<file path="config.mk">
export PLATFORM = sky130hd
export DESIGN_NAME = md_unit
export DESIGN_NICKNAME = d
export VERILOG_FILES = /design/src/rv32m_pkg.sv /design/src/md_pkg.sv /design/src/md_unit.sv /design/src/md_multiplier.sv /design/src/md_divider.sv /design/src/md_step_counter.sv /design/src/md_control.sv
export VERILOG_INCLUDE_DIRS = /design/src /design/src/src
export SDC_FILE = /design/constraint.sdc
export NUM_CORES = 1
export LEC_CHECK = 0
export BUFFER_PORTS_ARGS = -buffer_cell sky130_fd_sc_hd__buf_2
export CAP_MARGIN = 10
export CORE_MARGIN = 1.5
export CORE_UTILIZATION = 40
export CTS_BUF_LIST = sky130_fd_sc_hd__clkbuf_16
export CTS_CLUSTER_DIAMETER = 40
export CTS_CLUSTER_SIZE = 28
export DETAILED_ROUTE_END_ITERATION = 12
export HOLD_SLACK_MARGIN = 0.1
export PLACE_DENSITY_LB_ADDON = 0.12
export SYNTH_ARGS = -nofsm -noshare
export SYNTH_HDL_FRONTEND = slang
export SYNTH_SLANG_ARGS = --single-unit
</file>
<file path="constraint.sdc">
create_clock -name clk -period 8.6 [get_ports clk]
set_input_delay 1.72 -clock clk [delete_from_list [all_inputs] [get_ports clk]]
set_output_delay 1.72 -clock clk [all_outputs]
set_load 0.005 [all_outputs]
</file>
<file path="src/md_macros.svh">
`ifndef MD_MACROS_SVH
`define MD_MACROS_SVH

// --------------------
// datapath sizing
// --------------------

// operand and result width of the unit.
`define MD_XLEN 32

// one iteration per operand bit for both datapaths.
`define MD_STEPS `MD_XLEN

// --------------------
// rename sizing
// --------------------

`define MD_PHYS_REG_BITS 6 // matches the physical register file depth.

`endif
</file>
<file path="src/rv32m_pkg.sv">
`include "md_macros.svh"

package rv32m_pkg;

    // --------------------
    // M extension funct3
    // --------------------

    typedef enum logic [2:0] {
        mult_div_f3_mul    = 3'b000,
        mult_div_f3_mulh   = 3'b001,
        mult_div_f3_mulhsu = 3'b010,
        mult_div_f3_mulhu  = 3'b011,
        mult_div_f3_div    = 3'b100,
        mult_div_f3_divu   = 3'b101,
        mult_div_f3_rem    = 3'b110,
        mult_div_f3_remu   = 3'b111
    } md_funct3_t;

    // --------------------
    // decoded instruction
    // --------------------

    // what the issue stage hands over besides the operand values.
    // the tag comes back unchanged with the result.
    typedef struct packed {
        md_funct3_t                         funct3;
        logic [`MD_PHYS_REG_BITS-1:0]       rd_tag;
    } decode_info_t;

endpackage

</file>
<file path="src/md_pkg.sv">
`include "md_macros.svh"

package md_pkg;

    // --------------------
    // issue and result
    // --------------------

    typedef struct packed {
        rv32m_pkg::decode_info_t    decode_info;
        logic [`MD_XLEN-1:0]        rs1_v;
        logic [`MD_XLEN-1:0]        rs2_v;
    } md_issue_t;

    typedef struct packed {
        logic [`MD_PHYS_REG_BITS-1:0]   rd_tag;
        logic [`MD_XLEN-1:0]            rd_v;
    } md_result_t;

    // which datapath produces the answer.
    typedef enum logic {
        md_class_mul = 1'b0,
        md_class_div = 1'b1
    } md_class_t;

    // top funct3 bit splits the M extension into its two halves.
    function automatic md_class_t md_class_of(rv32m_pkg::md_funct3_t f3);
        return f3[2] ? md_class_div : md_class_mul;
    endfunction

    // --------------------
    // product accumulator
    // --------------------

    typedef struct packed {
        logic [`MD_XLEN-1:0] hi;
        logic [`MD_XLEN-1:0] lo;
    } md_words_t;

    // negated as a whole, picked apart as words.
    typedef union packed {
        logic [2*`MD_XLEN-1:0]  whole;
        md_words_t              words;
    } md_product_u;

endpackage

</file>
<file path="src/md_unit.sv">
`timescale 1ns/10ps
`include "md_macros.svh"

module md_unit import md_pkg::*; (
    input  logic        clk,
    input  logic        rst,
    input  logic        start,
    input  md_issue_t   issue,
    output logic        busy,
    output logic        valid,
    output md_result_t  result
);

    logic                   load;
    logic                   step_en;
    logic                   last;
    logic [`MD_XLEN-1:0]    mul_word;
    logic [`MD_XLEN-1:0]    div_word;

    // --------------------
    // sequencing
    // --------------------

    md_control u_control (
        .clk      (clk),
        .rst      (rst),
        .start    (start),
        .issue    (issue),
        .mul_word (mul_word),
        .div_word (div_word),
        .last     (last),
        .load     (load),
        .step_en  (step_en),
        .busy     (busy),
        .valid    (valid),
        .result   (result)
    );

    md_step_counter u_counter (
        .clk  (clk),
        .rst  (rst),
        .load (load),
        .en   (step_en),
        .last (last)
    );

    // --------------------
    // datapaths
    // --------------------

    // both run on every operation. control picks the one that matters.
    md_divider u_divider (
        .clk     (clk),
        .rst     (rst),
        .load    (load),
        .step_en (step_en),
        .issue   (issue),
        .word    (div_word)
    );

    md_multiplier u_multiplier (
        .clk     (clk),
        .rst     (rst),
        .load    (load),
        .step_en (step_en),
        .issue   (issue),
        .word    (mul_word)
    );

endmodule

</file>
<file path="src/md_multiplier.sv">
`timescale 1ns/10ps
`include "md_macros.svh"

module md_multiplier import md_pkg::*, rv32m_pkg::*; (
    input  logic                clk,
    input  logic                rst,
    input  logic                load,
    input  logic                step_en,
    input  md_issue_t           issue,
    output logic [`MD_XLEN-1:0] word
);

    localparam int W = `MD_XLEN;

    md_funct3_t     f3;
    logic           a_signed, b_signed;
    logic           sign_a, sign_b;
    logic [W-1:0]   mag_a, mag_b;

    logic           neg_q, want_lo;
    logic [W-1:0]   mcand_q;
    md_product_u    acc_q;
    md_product_u    fixed;
    logic [W:0]     sum;

    // --------------------
    // operand decode
    // --------------------

    // mulhsu keeps rs2 unsigned, mulhu keeps both unsigned.
    always_comb begin
        f3       = issue.decode_info.funct3;
        a_signed = (f3 != mult_div_f3_mulhu);
        b_signed = (f3 == mult_div_f3_mul) || (f3 == mult_div_f3_mulh);
        sign_a   = a_signed && issue.rs1_v[W-1];
        sign_b   = b_signed && issue.rs2_v[W-1];
        mag_a    = sign_a ? -issue.rs1_v : issue.rs1_v;
        mag_b    = sign_b ? -issue.rs2_v : issue.rs2_v;
    end

    always_ff @(posedge clk) begin
        if (rst) begin
            neg_q   <= 1'b0;
            want_lo <= 1'b0;
        end else if (load) begin
            neg_q   <= sign_a ^ sign_b;
            want_lo <= (f3 == mult_div_f3_mul);
        end
    end

    // --------------------
    // shift-add iteration
    // --------------------

    // the multiplier sits in the low word and is shifted out as the product fills in.
    assign sum = {1'b0, acc_q.words.hi} + (acc_q.words.lo[0] ? {1'b0, mcand_q} : '0);

    always_ff @(posedge clk) begin
        if (load) begin
            mcand_q     <= mag_a;
            acc_q.whole <= {{W{1'b0}}, mag_b};
        end else if (step_en) begin
            acc_q.whole <= {sum, acc_q.words.lo[W-1:1]};
        end
    end

    always_comb begin
        fixed.whole = neg_q ? -acc_q.whole : acc_q.whole;
        word        = want_lo ? fixed.words.lo : fixed.words.hi;
    end

endmodule

</file>
<file path="src/md_divider.sv">
`timescale 1ns/10ps
`include "md_macros.svh"

module md_divider import md_pkg::*, rv32m_pkg::*; (
    input  logic                clk,
    input  logic                rst,
    input  logic                load,
    input  logic                step_en,
    input  md_issue_t           issue,
    output logic [`MD_XLEN-1:0] word
);

    localparam int W = `MD_XLEN;

    md_funct3_t     f3;
    logic           is_signed;
    logic           sign_a, sign_b;
    logic [W-1:0]   mag_a, mag_b;

    logic           neg_q, neg_r, div_zero, ovf, want_rem;
    logic [W-1:0]   rem_q, quo_q, dvs_q, dvd_raw_q;

    logic [W:0]     shifted;
    logic [W+1:0]   diff;
    logic [W-1:0]   q_fix, r_fix;

    // --------------------
    // operand decode
    // --------------------

    always_comb begin
        f3        = issue.decode_info.funct3;
        is_signed = (f3 == mult_div_f3_div) || (f3 == mult_div_f3_rem);
        sign_a    = is_signed && issue.rs1_v[W-1];
        sign_b    = is_signed && issue.rs2_v[W-1];
        mag_a     = sign_a ? -issue.rs1_v : issue.rs1_v;
        mag_b     = sign_b ? -issue.rs2_v : issue.rs2_v;
    end

    always_ff @(posedge clk) begin
        if (rst) begin
            neg_q    <= 1'b0;
            neg_r    <= 1'b0;
            div_zero <= 1'b0;
            ovf      <= 1'b0;
            want_rem <= 1'b0;
        end else if (load) begin
            neg_q    <= sign_a ^ sign_b;
            neg_r    <= sign_a; // remainder takes the dividend's sign.
            div_zero <= (issue.rs2_v == '0);
            ovf      <= is_signed && (issue.rs1_v == {1'b1, {(W-1){1'b0}}})
                        && (issue.rs2_v == '1);
            want_rem <= f3[1];
        end
    end

    // --------------------
    // restoring iteration
    // --------------------

    always_comb begin
        shifted = {rem_q, quo_q[W-1]};
        diff    = {1'b0, shifted} - {2'b00, dvs_q};
    end

    always_ff @(posedge clk) begin
        if (load) begin
            rem_q     <= '0;
            quo_q     <= mag_a;
            dvs_q     <= mag_b;
            dvd_raw_q <= issue.rs1_v;
        end else if (step_en) begin
            if (!diff[W+1]) begin
                rem_q <= diff[W-1:0];
                quo_q <= {quo_q[W-2:0], 1'b1};
            end else begin
                rem_q <= shifted[W-1:0];
                quo_q <= {quo_q[W-2:0], 1'b0};
            end
        end
    end

    // sign fix, then the two RISC-V special cases override.
    always_comb begin
        q_fix = neg_q ? -quo_q : quo_q;
        r_fix = neg_r ? -rem_q : rem_q;
        if (div_zero) begin
            word = want_rem ? dvd_raw_q : '1;
        end else if (ovf) begin
            word = want_rem ? '0 : {1'b1, {(W-1){1'b0}}};
        end else begin
            word = want_rem ? r_fix : q_fix;
        end
    end

endmodule

</file>
<file path="src/md_step_counter.sv">
`timescale 1ns/10ps
`include "md_macros.svh"

module md_step_counter (
    input  logic clk,
    input  logic rst,
    input  logic load,
    input  logic en,
    output logic last
);

    localparam int CNT_W = $clog2(`MD_STEPS + 1);

    logic [CNT_W-1:0] count;

    // counts the remaining iterations, one per enabled cycle.
    always_ff @(posedge clk) begin
        if (rst) begin
            count <= '0;
        end else if (load) begin
            count <= CNT_W'(`MD_STEPS);
        end else if (en && count != '0) begin
            count <= count - 1'b1;
        end
    end

    // high during the step that leaves the count at zero.
    assign last = en && (count == CNT_W'(1));

endmodule

</file>
<file path="src/md_control.sv">
`timescale 1ns/10ps
`include "md_macros.svh"

module md_control import md_pkg::*, rv32m_pkg::*; (
    input  logic                clk,
    input  logic                rst,
    input  logic                start,
    input  md_issue_t           issue,
    input  logic [`MD_XLEN-1:0] mul_word,
    input  logic [`MD_XLEN-1:0] div_word,
    input  logic                last,
    output logic                load,
    output logic                step_en,
    output logic                busy,
    output logic                valid,
    output md_result_t          result
);

    typedef enum logic [1:0] {
        st_idle,
        st_run,
        st_done
    } state_t;

    state_t         state;
    decode_info_t   info_q;
    md_class_t      op_class;

    assign op_class = md_class_of(info_q.funct3);

    assign load    = start && (state == st_idle); // a start while busy is simply dropped.
    assign step_en = (state == st_run);
    assign busy    = (state != st_idle);

    // --------------------
    // sequencing
    // --------------------

    // done takes two cycles. the first captures the word, the second shows valid.
    always_ff @(posedge clk) begin
        if (rst) begin
            state <= st_idle;
            valid <= 1'b0;
        end else begin
            unique case (state)
                st_idle: begin
                    if (start) state <= st_run;
                end
                st_run: begin
                    if (last) state <= st_done;
                end
                st_done: begin
                    if (!valid) begin
                        valid <= 1'b1;
                    end else begin
                        valid <= 1'b0;
                        state <= st_idle;
                    end
                end
                default: state <= st_idle;
            endcase
        end
    end

    // --------------------
    // payload
    // --------------------

    always_ff @(posedge clk) begin
        if (load) info_q <= issue.decode_info;
        if (state == st_done && !valid) begin
            result.rd_tag <= info_q.rd_tag;
            result.rd_v   <= (op_class == md_class_div) ? div_word : mul_word;
        end
    end

endmodule

</file>
[Yosys cells after proc, flatten, opt, wreduce, memory -nomap -nowiden]
Cells that the tools add are included.
Cells by class
  equal/unequal tests: 12
  div/mod/pow operators: 0
  $add $sub $neg: 8
  multipliers: 0
  shifts and indexed selects: 0
  bitwise operators: 2
  multiplexer cells: 29
  magnitude comparators: 0
  reduce and logical (&&, ||, !) cells: 22
Operator list (count)
  32-bit two-way mux: 19
  32-bit negator: 4
  32-bit equality test, second input constant: 2
  64-bit two-way mux: 1
  64-bit negator: 1
  33-bit by 32-bit subtractor with 34-bit output: 1
  32-bit by 32-bit adder with 33-bit output: 1
  32-bit logical NOT: 1
  6-bit two-way mux: 2
  1-bit logical AND: 10
  3-bit equality test, second input constant: 2
  6-bit by 1-bit equality test with 1-bit output, second input constant: 1
  2-bit two-way mux: 3
  2-bit case mux with 3 select lines: 1
  2-bit nonzero test: 3
  6-bit nonzero test: 1
  6-bit by 1-bit subtractor with 6-bit output, second input constant: 1
  2-bit != test, second input constant: 2
  3-bit by 1-bit equality test with 1-bit output, second input constant: 1
  3-bit logical NOT: 1
  1-bit two-way mux: 3
  3-bit by 2-bit != test with 1-bit output, second input constant: 1
  3-bit AND reduction: 1
  2-bit by 1-bit equality test with 1-bit output, second input constant: 1
  other kinds (7): 9
Word-level totals
  memories: 0
  bits in writable memories: 0
  word-level logic and storage cells: 95
  register bits after elaboration: 287
  memory bits (read-only): 0
  output and inout bits: 40
  input bits: 76
  latch bits: 0

[Longest topological paths before layout]
Gate-level depths: netlist of run 1.
  depth after elaboration: 6
  depth in mapped cells: 13
  depth with buffers taken out: 12

[Modules after synthesis]
Synthesis of run 1 repeated with hierarchy kept, for this count alone.
Second synthesis, totals
  cell total of the unflattened synthesis: 2352
  area, all modules: 20763.7 um^2
Modules (own cells, without submodules)
  md_divider: cells each 1168, times used 1, area an instance 9907.0 um^2, seq. area each 3623.5 um^2
  md_multiplier: cells each 1052, times used 1, area an instance 8605.8 um^2, seq. area each 2602.5 um^2
  md_control: cells each 97, times used 1, area an instance 1894.3 um^2, seq. area each 1411.4 um^2
  md_step_counter: cells each 35, times used 1, area an instance 356.6 um^2, seq. area each 120.1 um^2

[Worst setup path after synthesis of run 1]
Ideal clock, no wire load.
  path kind: input port to flip-flop
  start point: input start
  end point: register u_multiplier.acc_q[0] (netlist bit) (data pin)
  setup time: 0.413 ns
  buffers on the path: 1
  data required time: 8.187 ns
  arrival time: 5.109 ns
  path slack: 3.078 ns
  stages on the path: 4
  cell sequence: nand2_1 > inv_1 > clkbuf_1 > o21ai_0
On the way
  longest elaborated chain between the ends: 2
Ends and longest elaborated chain
  from (decl): RTL line md_unit.sv:7  | input logic start,
  1-bit logical AND: RTL line md_control.sv:31  | assign load = start && (state == st_idle);
  via load: RTL line md_unit.sv:14  | logic load;
  32-bit two-way mux: RTL line md_multiplier.sv:59  | if (load) begin
  to (decl): RTL line md_multiplier.sv:22  | md_product_u acc_q;
The timed path passes the listed nets, and every way through them passes these cells.
A chain may end at the register's enable or synchronous reset.

[Worst setup path after layout of run 1]
  start point: register u_divider.rem_q[2]
  end point: register u_divider.rem_q[31]
On the way
  longest elaborated chain between the ends: 2
Ends and longest elaborated chain
  from (decl): RTL line md_divider.sv:21  | logic [W-1:0] rem_q, quo_q, dvs_q, dvd_raw_q;
  from (signal assigned): RTL line md_divider.sv:74  | rem_q <= diff[W-1:0];
  from (signal assigned): RTL line md_divider.sv:77  | rem_q <= shifted[W-1:0];
  33-bit by 32-bit subtractor with 34-bit output: RTL line md_divider.sv:63  | diff = {1'b0, shifted} - {2'b00, dvs_q};
  32-bit two-way mux: RTL line md_divider.sv:73  | if (!diff[W+1]) begin
No other way between the ends.

==> metrics.cfg, run 1 <==
[yosys]
synth.most_common_cell = nand2_1
async_flop_share = 0
netlist_instances = 2207
synth_top_cells_by_area = edfxtp_1 (31%), dfxtp_1 (8.2%), xor2_1 (6.8%)
synth_fp_nets = 2358
yosys.area.top_type = edfxtp_1
ys_seq_elements = 284
yosysSeqAreaShare = 0.3939
yosysWarnings = 0
synth_cell_type_count = 90
syn_area_per_cell_um2 = 8.888
ys_top_cells_by_count = nand2_1 (284), o21ai_0 (229), edfxtp_1 (204)
netlist_area_um2 = 19620
synth_top_flop_cell = edfxtp_1
netlist.area_leader.share = 0.3123
synth_enable_flop_cells = 204

[clock_tree]
cts_sinks = 284
cts_hold_buf = 0
clkLatencyLatePin_ns = 0.62
clk_transition_reported_paths_ns = 0.05
root_buffer = clkbuf_16
cts_max_level = 2
cts_tree = done
clk_path_buf_depth = 3
post-cts-setup-buffers = 0
cts_buffers = 54
post_cts_resized = 0

[sta]
setup_viol = 0
fmax_mhz = 225.3
fin_crit_sh = 0.5160
worst_pin_slew_ns = 1.193
hold_viol = 0
fin_crit_ns = 4.438
maxSlewHeadroom = 0.2027
drv_slew = 0
fin_tns_setup_ns = 0
rsz0062_at_grt = false
finClkSkew_ns = 0.02976

[worst_setup_path]
cpMaxStageDelayCell = nand2_1
critPathMaxFanout = 21
crit_required_ns = 9.08
critPathLaunchType = register
worstSetupStartpoint = u_divider.rem_q[2]$_SDFFE_PP0P_
path_common_cell = nand2_1
worst-setup-path-type = register to register
r2r_start = u_divider.rem_q[2]$_SDFFE_PP0P_
critPathArrivalTime_ns = 4.92
endpoint_kind = register
slowest_delay_ns = 0.87
path_cells = ha_1 > a21o_1 > a21oi_1 > nand2_1 > a31o_2 > a211o_1 > o211ai_2 > nand2_1 > nand2_1 > o21ai_0

[grt]
grt_pass1_wl_mm = 98.68
grt_pass1_vias = 15740
antenna_found_initial = 3
grtUsageTotal = 0.2608
grt_max_degree = 91
overflow = 0

[pwr]
power_w = 0.006473
leakage_nw = 8.458
vdd_ir_drop_max_mv = 0.1946
power_density_nw_per_um2 = 288.3

[floorplan]
rows = 80
die_w_um = 224.5
io_pins = 116
die_h_um = 224.5
design.core.area_um2 = 48050
fp.dieArea_um2 = 50380
initial_core_util = 0.4083

[cells_and_area]
drive_above_1_share = 0.1248
utilization = 0.4673
nNetsFinal = 2421
syn2layout_area_growth_pct = 14.45
num_antenna_cells = 0

[worst_hold_path]
min_from = u_control.info_q[1]$_DFFE_PP_
min_path_type = register to register

[place]
gp_congestion = 0.9300
io_buffer_count = 115
dpl.hpwl_mm = 49.83

[detailed_routing]
vias = 17060
drc_errors = 0
viasPerCell = 5.819
antenna_left = 0
wirelength_mm = 66.23
drt_first_pass_iters = 5
drt_first_iter_violations = 1651
wl_per_cell_um = 22.60

[status]
outcome = complete, no violations

[run]
maxCapViolCount = 0

area by class of cell:
class,instances,area [µm²]
multi-input combinational,1730,11170
timing repair buffer,133,710.7
tap,615,769.5
fill,4639,25590
clock inverter,48,464.2
inverter,67,255.2
clock buffer,54,1351
sequential,284,7729
kinds of logic after synthesis:
group                    Yosys count  share of synthesized area
XOR/XNOR                         289                     0.1290
flip-flops                       284                     0.3939
buffers and inverters            193                    0.03757
multiplexers                      31                    0.01601
AO/OA/AOI/OAI                    597                     0.1885
adder cells (fa/ha/maj)           75                    0.04860
AND/OR/NAND/NOR                  738                     0.1863
worst paths after layout:
kind	endpoint	cells after the start	slack [ns]
max	u_divider.rem_q[31]$_SDFFE_PP0P_	10	4.16
min reg2reg	u_control.result[33]$_DFFE_PP_	0	0.42
max reg2reg	u_divider.rem_q[31]$_SDFFE_PP0P_	10	4.16
min	u_control.result[33]$_DFFE_PP_	0	0.42
power by group:
| group | switching [W] | internal, W |
|---|---|---|
| logic | 0.00134 | 0.000857 |
| registers | 0.000413 | 0.00176 |
| clock network | 0.000829 | 0.00127 |
stage by stage:
stage	instances	worst slack, ns	hold slack, ns	instance area (µm²)
after floorplan	2207	3.078	0.4003	19620
after global placement	2829	3.845	0.4012	20640
after CTS	2931	4.301	0.4188	22450
after detailed placement	2829	3.829	0.4062	20640
after global routing	2931	3.990	0.4213	22450
final	2931	4.162	0.4158	22450
registers in the layout, indices dropped and copies added (netlist names):
signal / flops
u_multiplier.acc_q: 64
u_control.result: 38
u_divider.dvs_q: 32
u_divider.quo_q: 32
u_divider.rem_q: 32
u_multiplier.mcand_q: 32
u_divider.dvd_raw_q: 31
u_control.info_q: 7
u_counter.count: 6
u_control.state: 2
u_control.valid: 1
u_divider.div_zero: 1
u_divider.neg_q: 1
u_divider.neg_r: 1
u_divider.ovf: 1
u_divider.want_rem: 1
u_multiplier.neg_q: 1
u_multiplier.want_lo: 1
worst max-delay path, delay by kind of cell, from the launching register on:
kind / cells / cell delay [ns]
compound gates: 6 / 1.78
flops: 1 / 0.56
simple gates: 3 / 1.55
fa+ha+maj: 1 / 0.37
routing by layer:
layer	share of wire	global-route usage	vias to the layer above
met5	0	0	-
met4	0.034	0.09851	0
met3	0.074	0.03854	103
met2	0.43	0.3901	645
met1	0.46	0.3788	8186
li1	-	-	8121
cell usage in the layout (no fill, tap or decap), types with 8 or more instances in the layout:
cell type,count
nand2_1,282
o21ai_0,229
edfxtp_1,204
xor2_1,153
nor2_1,151
xnor2_1,136
a21oi_1,128
buf_2,115
dfxtp_1,79
ha_1,73
inv_1,64
clkbuf_16,54
nor3_1,46
nand3_1,40
and2_1,39
o31ai_1,31
a21o_1,30
mux2i_1,28
nor4_1,24
o211ai_1,21
o21ai_1,19
nand2b_1,18
or4_1,18
nand4_1,18
a31oi_1,18
buf_4,18
or3_1,17
o41ai_1,17
a221oi_1,13
o21a_1,12
or2_2,11
inv_6,11
clkinv_4,11
nor2b_1,10
nor3b_1,9
and3_1,9
a32oi_1,9
clkinv_2,8
(Power assumes the default switching activity.)
==> inputs of run 2 (changes only) <==
==> constraint.sdc (replaced) <==
create_clock -name clk -period 4.53 [get_ports clk]
set_input_delay 0.906 -clock clk [delete_from_list [all_inputs] [get_ports clk]]
set_output_delay 0.906 -clock clk [all_outputs]
set_load 0.005 [all_outputs]
==> metrics.cfg, run 2 (synthesis gave the netlist of run 1 again) <==
[worst_setup_path]
r2r_start = u_multiplier.acc_q[5]$_DFFE_PP_
critPathArrivalTime_ns = 4.13
r2r-end = u_control.result[26]$_DFFE_PP_
critPathLaunchType = register
path_cells = or4_1 > nor4_4 > nand4b_1 > nor4_2 > nand4_1 > mux2i_1 > nor2_1 > a2111oi_0 > buf_4 > a31oi_1
worst-setup-path-type = register to register
critPathMaxFanout = 7
endpoint_kind = register
slowest_delay_ns = 0.69
cpMaxStageDelayCell = or4_1
crit_required_ns = 4.87
reg2reg_depth = 10
ff2ff_setup_slack_ns = 0.74

[clock_tree]
clkLatencyLatePin_ns = 0.61
post_cts_resized = 0
clk_transition_reported_paths_ns = 0.06
cts_buffers = 57
post-cts-setup-buffers = 0
cts_tree = done
cts_sinks = 284
root_buffer = clkbuf_16
cts_hold_buf = 0
cts_max_level = 2
clk_path_buf_depth = 3

[sta]
drv_slew = 0
fin_crit_sh = 0.8372
finClkSkew_ns = 0.02735
worst_slack_ns = 0.7375
rsz0062_at_grt = false
fin_crit_ns = 3.793
worst_pin_slew_ns = 1.229
setup_viol = 0
fin_tns_setup_ns = 0
fmax_mhz = 263.7
hold_viol = 0
maxSlewHeadroom = 0.1787

[cells_and_area]
utilization = 0.4731
largest_registers = u_multiplier.acc_q: 64 flops, u_control.result: 38 flops
mostFrequentLayoutCell = nand2_1
largest_reg_flops = 64
fillers = 4665
syn2layout_area_growth_pct = 15.88
nNetsFinal = 2436
drive_above_1_share = 0.1290
final_cell_mix = nand2_1 (282), o21ai_0 (229), edfxtp_1 (204), xor2_1 (153), nor2_1 (151)
fin_cells = 2948
design_area_um2 = 22730
largest-register = u_multiplier.acc_q
num_antenna_cells = 0

[place]
io_buffer_count = 115
gp_congestion = 0.9597
placedCellCount = 2841
place_ws_ns = 0.5766
dpl.hpwl_mm = 51.26
placed_cell_area_um2 = 20770

[floorplan]
io_pins = 116
rows = 80
die_w_um = 224.5
fp.dieArea_um2 = 50380
design.core.area_um2 = 48050
die_h_um = 224.5
initial_core_util = 0.4083

[worst_hold_path]
min_path_type = register to register
hold_depth = 0
hold_path_end = u_control.result[35]$_DFFE_PP_
min_from = u_control.info_q[3]$_DFFE_PP_

[detailed_routing]
drt_first_iter_violations = 1586
viasPerCell = 5.809
wl_per_cell_um = 22.92
wirelength_mm = 67.57
drc_errors = 0
drt_first_pass_iters = 5
vias = 17130
antenna_left = 0

[grt]
grtUsageMet1 = 0.3871
grt_max_degree = 85
grt_use_met2 = 0.4006
grt_pass1_wl_mm = 100.4
antenna_found_initial = 0
grt_pass1_vias = 15830
overflow = 0
grtUsageTotal = 0.2655
busiest_layer = met2
met3_usage = 0.04415

[pwr]
pwr-share-comb = 0.340
vdd_ir_drop_max_mv = 0.3119
p_clk_frac = 0.337
p_seq_frac = 0.322
power_density_nw_per_um2 = 556.9
p_switching_w = 0.004982
leakage_nw = 8.603
p_int_w = 0.007677
switching_share = 0.3936

[run]
maxCapViolCount = 0

[status]
outcome = complete, no violations

run 2: layer usage:
layer | vias up | share of wire
met1 | 8248 | 0.47
met2 | 612 | 0.43
met5 | - | 0
met3 | 103 | 0.067
met4 | 0 | 0.029
li1 | 8163 | -
run 2: how the worst max path moves through the flow:
| stage | from | slack, ns | to |
|---|---|---|---|
| 2_1_floorplan | u_control.state[1]$_SDFFE_PP0P_ | 0.90 | u_control.result[0]$_DFFE_PP_ |
| 4_1_cts | u_multiplier.acc_q[5]$_DFFE_PP_ | 0.79 | u_control.result[26]$_DFFE_PP_ |
| 6_report | u_multiplier.acc_q[5]$_DFFE_PP_ | 0.74 | u_control.result[26]$_DFFE_PP_ |
| 5_1_grt | u_multiplier.acc_q[18]$_DFFE_PP_ | 0.51 | u_control.result[26]$_DFFE_PP_ |
| 3_5_place_dp | issue[32] | 0.58 | u_divider.quo_q[30]$_DFFE_PP_ |
| 3_3_place_gp | issue[2] | 0.71 | u_multiplier.acc_q[27]$_DFFE_PP_ |
run 2: cell type report:
class	instances	area [µm²]	area share
clock buffer	58	1451	0.06385
sequential	284	7729	0.3400
timing repair buffer	145	838.3	0.03688
clock inverter	49	511.7	0.02251
tap	615	769.5	0.03385
inverter	67	254.0	0.01117
multi-input combinational	1730	11180	0.4917
run 2: power groups by stage:
stage	Combinational [W]	Clock, W	Sequential (W)
floorplan	0.00309	0	0.00379
global placement	0.00420	0	0.00410
detailed placement	0.00423	0	0.00411
CTS	0.00426	0.00432	0.00406
global route	0.00474	0.00445	0.00414
finish	0.00431	0.00427	0.00408
run 2: through the flow:
step                      power (W)  hold slack (ns)
final                       0.01266           0.4157
after global routing        0.01332           0.4224
after detailed placement   0.008339           0.4084
after CTS                   0.01264           0.4170
after global placement     0.008300           0.4006
after floorplan            0.006883           0.4003
run 2: worst max-delay path, delay by kind of cell (launching register included):
kind                   cells  cell delay, ns
buffers and inverters      1            0.22
muxes                      1            0.21
DFF                        1            0.44
AOI/OAI and AO/OA          2            0.47
and+or+nand+nor            6            2.16
==> inputs of run 3 (changes only) <==
--- a/config.mk
+++ b/config.mk
@@ -6,6 +6,7 @@
 export SDC_FILE = /design/constraint.sdc
 export NUM_CORES = 1
 export LEC_CHECK = 0
+export ABC_AREA = 1
 export BUFFER_PORTS_ARGS = -buffer_cell sky130_fd_sc_hd__buf_2
 export CAP_MARGIN = 10
 export CORE_MARGIN = 1.5
==> constraint.sdc (replaced) <==
create_clock -name clk -period 3.7 [get_ports clk]
set_input_delay 0.74 -clock clk [delete_from_list [all_inputs] [get_ports clk]]
set_output_delay 0.74 -clock clk [all_outputs]
set_load 0.005 [all_outputs]
==> metrics.cfg, run 3 <==
[clock_tree]
cts_max_level = 2
cts_hold_buf = 0
cts_buffers = 59
cts_tree = done
root_buffer = clkbuf_16
clkLatencyLatePin_ns = 0.64
post_cts_resized = 0
cts_sinks = 284
clk_path_buf_depth = 3
clk_transition_reported_paths_ns = 0.06
post-cts-setup-buffers = 0

[grt]
grtUsageTotal = 0.3428
grt_pass1_wl_mm = 146.9
overflow = 0
grt_max_degree = 91
grt_pass1_vias = 22960
antenna_found_initial = 3

[yosys]
netlist_instances = 3363
netlist_area_um2 = 22610
async_flop_share = 0
synth_cell_type_count = 59
netlist.area_leader.share = 0.2709
synth_top_cells_by_area = edfxtp_1 (27%), nand2_1 (14%), nand3_1 (8.4%)
ys_seq_elements = 284
synth_top_flop_cell = edfxtp_1
yosysSeqAreaShare = 0.3417
synth_fp_nets = 3514
synth.most_common_cell = nand2_1
ys_top_cells_by_count = nand2_1 (839), inv_1 (410), nand3_1 (379)
yosysWarnings = 0
synth_enable_flop_cells = 204
syn_area_per_cell_um2 = 6.724
yosys.area.top_type = edfxtp_1

[sta]
fin_tns_setup_ns = 0
fmax_mhz = 334.5
setup_viol = 0
fin_crit_sh = 0.8079
worst_pin_slew_ns = 0.9738
maxSlewHeadroom = 0.3440
finClkSkew_ns = 0.03226
rsz0062_at_grt = false
drv_slew = 0
hold_viol = 0
hold_ws_ns = 0.2776
fin_crit_ns = 2.989

[detailed_routing]
drt_first_pass_iters = 6
vias = 24360
viasPerCell = 5.710
drt_first_iter_violations = 2828
antenna_left = 0
drc_errors = 0
wl_per_cell_um = 23.27
wirelength_mm = 99.26

[cells_and_area]
mostFrequentLayoutCell = nand2_1
final_cell_mix = nand2_1 (838), inv_1 (411), nand3_1 (379), nor2_1 (374), o21ai_0 (268)
num_antenna_cells = 0
largest_reg_flops = 64
fillers = 5927
syn2layout_area_growth_pct = 14.91
nNetsFinal = 3618
regArea_um2 = 7729
largest-register = u_multiplier.acc_q
multi_input_area_um2 = 12800
utilization = 0.4680
drive_above_1_share = 0.1060
largest_registers = u_multiplier.acc_q: 64 flops, u_control.result: 38 flops

[worst_setup_path]
path_common_cell = nand2_1
critPathArrivalTime_ns = 3.36
worst-setup-path-type = register to register
r2r_start = u_multiplier.acc_q[28]$_DFFE_PP_
endpoint_kind = register
r2r-end = u_control.result[22]$_DFFE_PP_
crit_required_ns = 4.07
reg2reg_depth = 12
path_cells = nor2_1 > nand2_1 > nor2_1 > nand2_1 > nor2_1 > nand2_1 > nand2_1 > a21oi_1 > o21ai_0 > nand2_1 > nand2_1 > inv_1
slowest_delay_ns = 0.52
ff2ff_setup_slack_ns = 0.71
critPathLaunchType = register
critPathMaxFanout = 5
cpMaxStageDelayCell = edfxtp_1

[worst_hold_path]
min_path_type = primary input to register
min_from = issue[65]
hold_depth = 1
hold_path_end = u_control.info_q[1]$_DFFE_PP_

[floorplan]
fp.dieArea_um2 = 57970
io_pins = 116
initial_core_util = 0.4072
rows = 86
die_h_um = 240.8
design.core.area_um2 = 55520
die_w_um = 240.8

[status]
outcome = complete, no violations

[pwr]
power_w = 0.01859
leakage_nw = 11.58
vdd_ir_drop_max_mv = 0.4012
power_density_nw_per_um2 = 715.4

[run]
maxCapViolCount = 0

[place]
dpl.hpwl_mm = 78.64
io_buffer_count = 115
gp_congestion = 0.9812

[run 3: changes by cell type after synthesis, moves of 37 or more]
cell	before	now
nand2_1	284	839
inv_1	65	410
nand3_1	40	379
nor2_1	152	376
xnor2_1	136	17
xor2_1	153	53
clkbuf_1	109	68
and2_1	39	0
o21ai_0	229	268
nand4_1	18	55
[run 3: how the worst max path moves through the flow]
| stage | start | end | slack (ns) | depth (start not counted) |
|---|---|---|---|---|
| after floorplan | u_control.state[1]$_SDFFE_PP0P_ | u_control.state[1]$_SDFFE_PP0P_ | 0.06 | 4 |
| after CTS | u_multiplier.acc_q[28]$_DFFE_PP_ | u_control.result[22]$_DFFE_PP_ | 0.66 | 12 |
| after detailed placement | u_multiplier.acc_q[28]$_DFFE_PP_ | u_control.result[22]$_DFFE_PP_ | 0.70 | 12 |
| after global routing | u_multiplier.acc_q[0]$_DFFE_PP_ | u_multiplier.acc_q[61]$_SDFFE_PP0P_ | 0.53 | 14 |
| after global placement | u_multiplier.acc_q[28]$_DFFE_PP_ | u_control.result[22]$_DFFE_PP_ | 0.59 | 12 |
| final | u_multiplier.acc_q[28]$_DFFE_PP_ | u_control.result[22]$_DFFE_PP_ | 0.71 | 12 |
[run 3: kinds of logic after synthesis]
family | after synthesis | synth area share
XOR/XNOR | 70 | 0.02711
AO/OA/AOI/OAI | 602 | 0.1465
adder cells (fa/ha/maj) | 75 | 0.04216
AND/OR/NAND/NOR | 1799 | 0.3497
flip-flops | 284 | 0.3417
buffers and inverters | 533 | 0.09285
[run 3: final cells by class]
cell class	count	share of cell area
multi-input cells	2546	0.4925
clock inverters	52	0.02114
repair buffers	150	0.03323
flip-flops and latches	284	0.2975
well taps	748	0.03602
clock buffers	60	0.05779
inverters	426	0.06183
[run 3: through the flow]
| step | setup WS [ns] | cell area [µm²] | std cells |
|---|---|---|---|
| 2_1_floorplan | 0.05814 | 22620 | 3363 |
| 3_3_place_gp | 0.5899 | 23930 | 4154 |
| 3_5_place_dp | 0.6956 | 23930 | 4154 |
| 4_1_cts | 0.6633 | 25980 | 4266 |
| 5_1_grt | 0.5310 | 25980 | 4266 |
| 6_report | 0.7109 | 25980 | 4266 |
[run 3: critical path: cells and delay by family, from the launching register on]
family | cells | cell delay (ns)
simple gates | 9 | 1.74
compound gates | 2 | 0.44
flops | 1 | 0.52
buf+inv | 1 | 0.05
[run 3: per-layer routing]
layer | vias up | part of all wire | wire length [µm] | global-route usage
met5 | - | 0 | 0 | 0
met4 | 0 | 0.046 | 4553 | 0.1500
met3 | 173 | 0.077 | 7599 | 0.03717
met2 | 1221 | 0.43 | 42580 | 0.5222
met1 | 11470 | 0.45 | 44530 | 0.4900
li1 | 11500 | - | - | -
[run 3: where the power goes]
| part | internal (W) | switching (W) |
|---|---|---|
| Clock | 0.00350 | 0.00204 |
| Sequential | 0.00420 | 0.000875 |
| Combinational | 0.00240 | 0.00557 |
| Total | 0.0101 | 0.00849 |
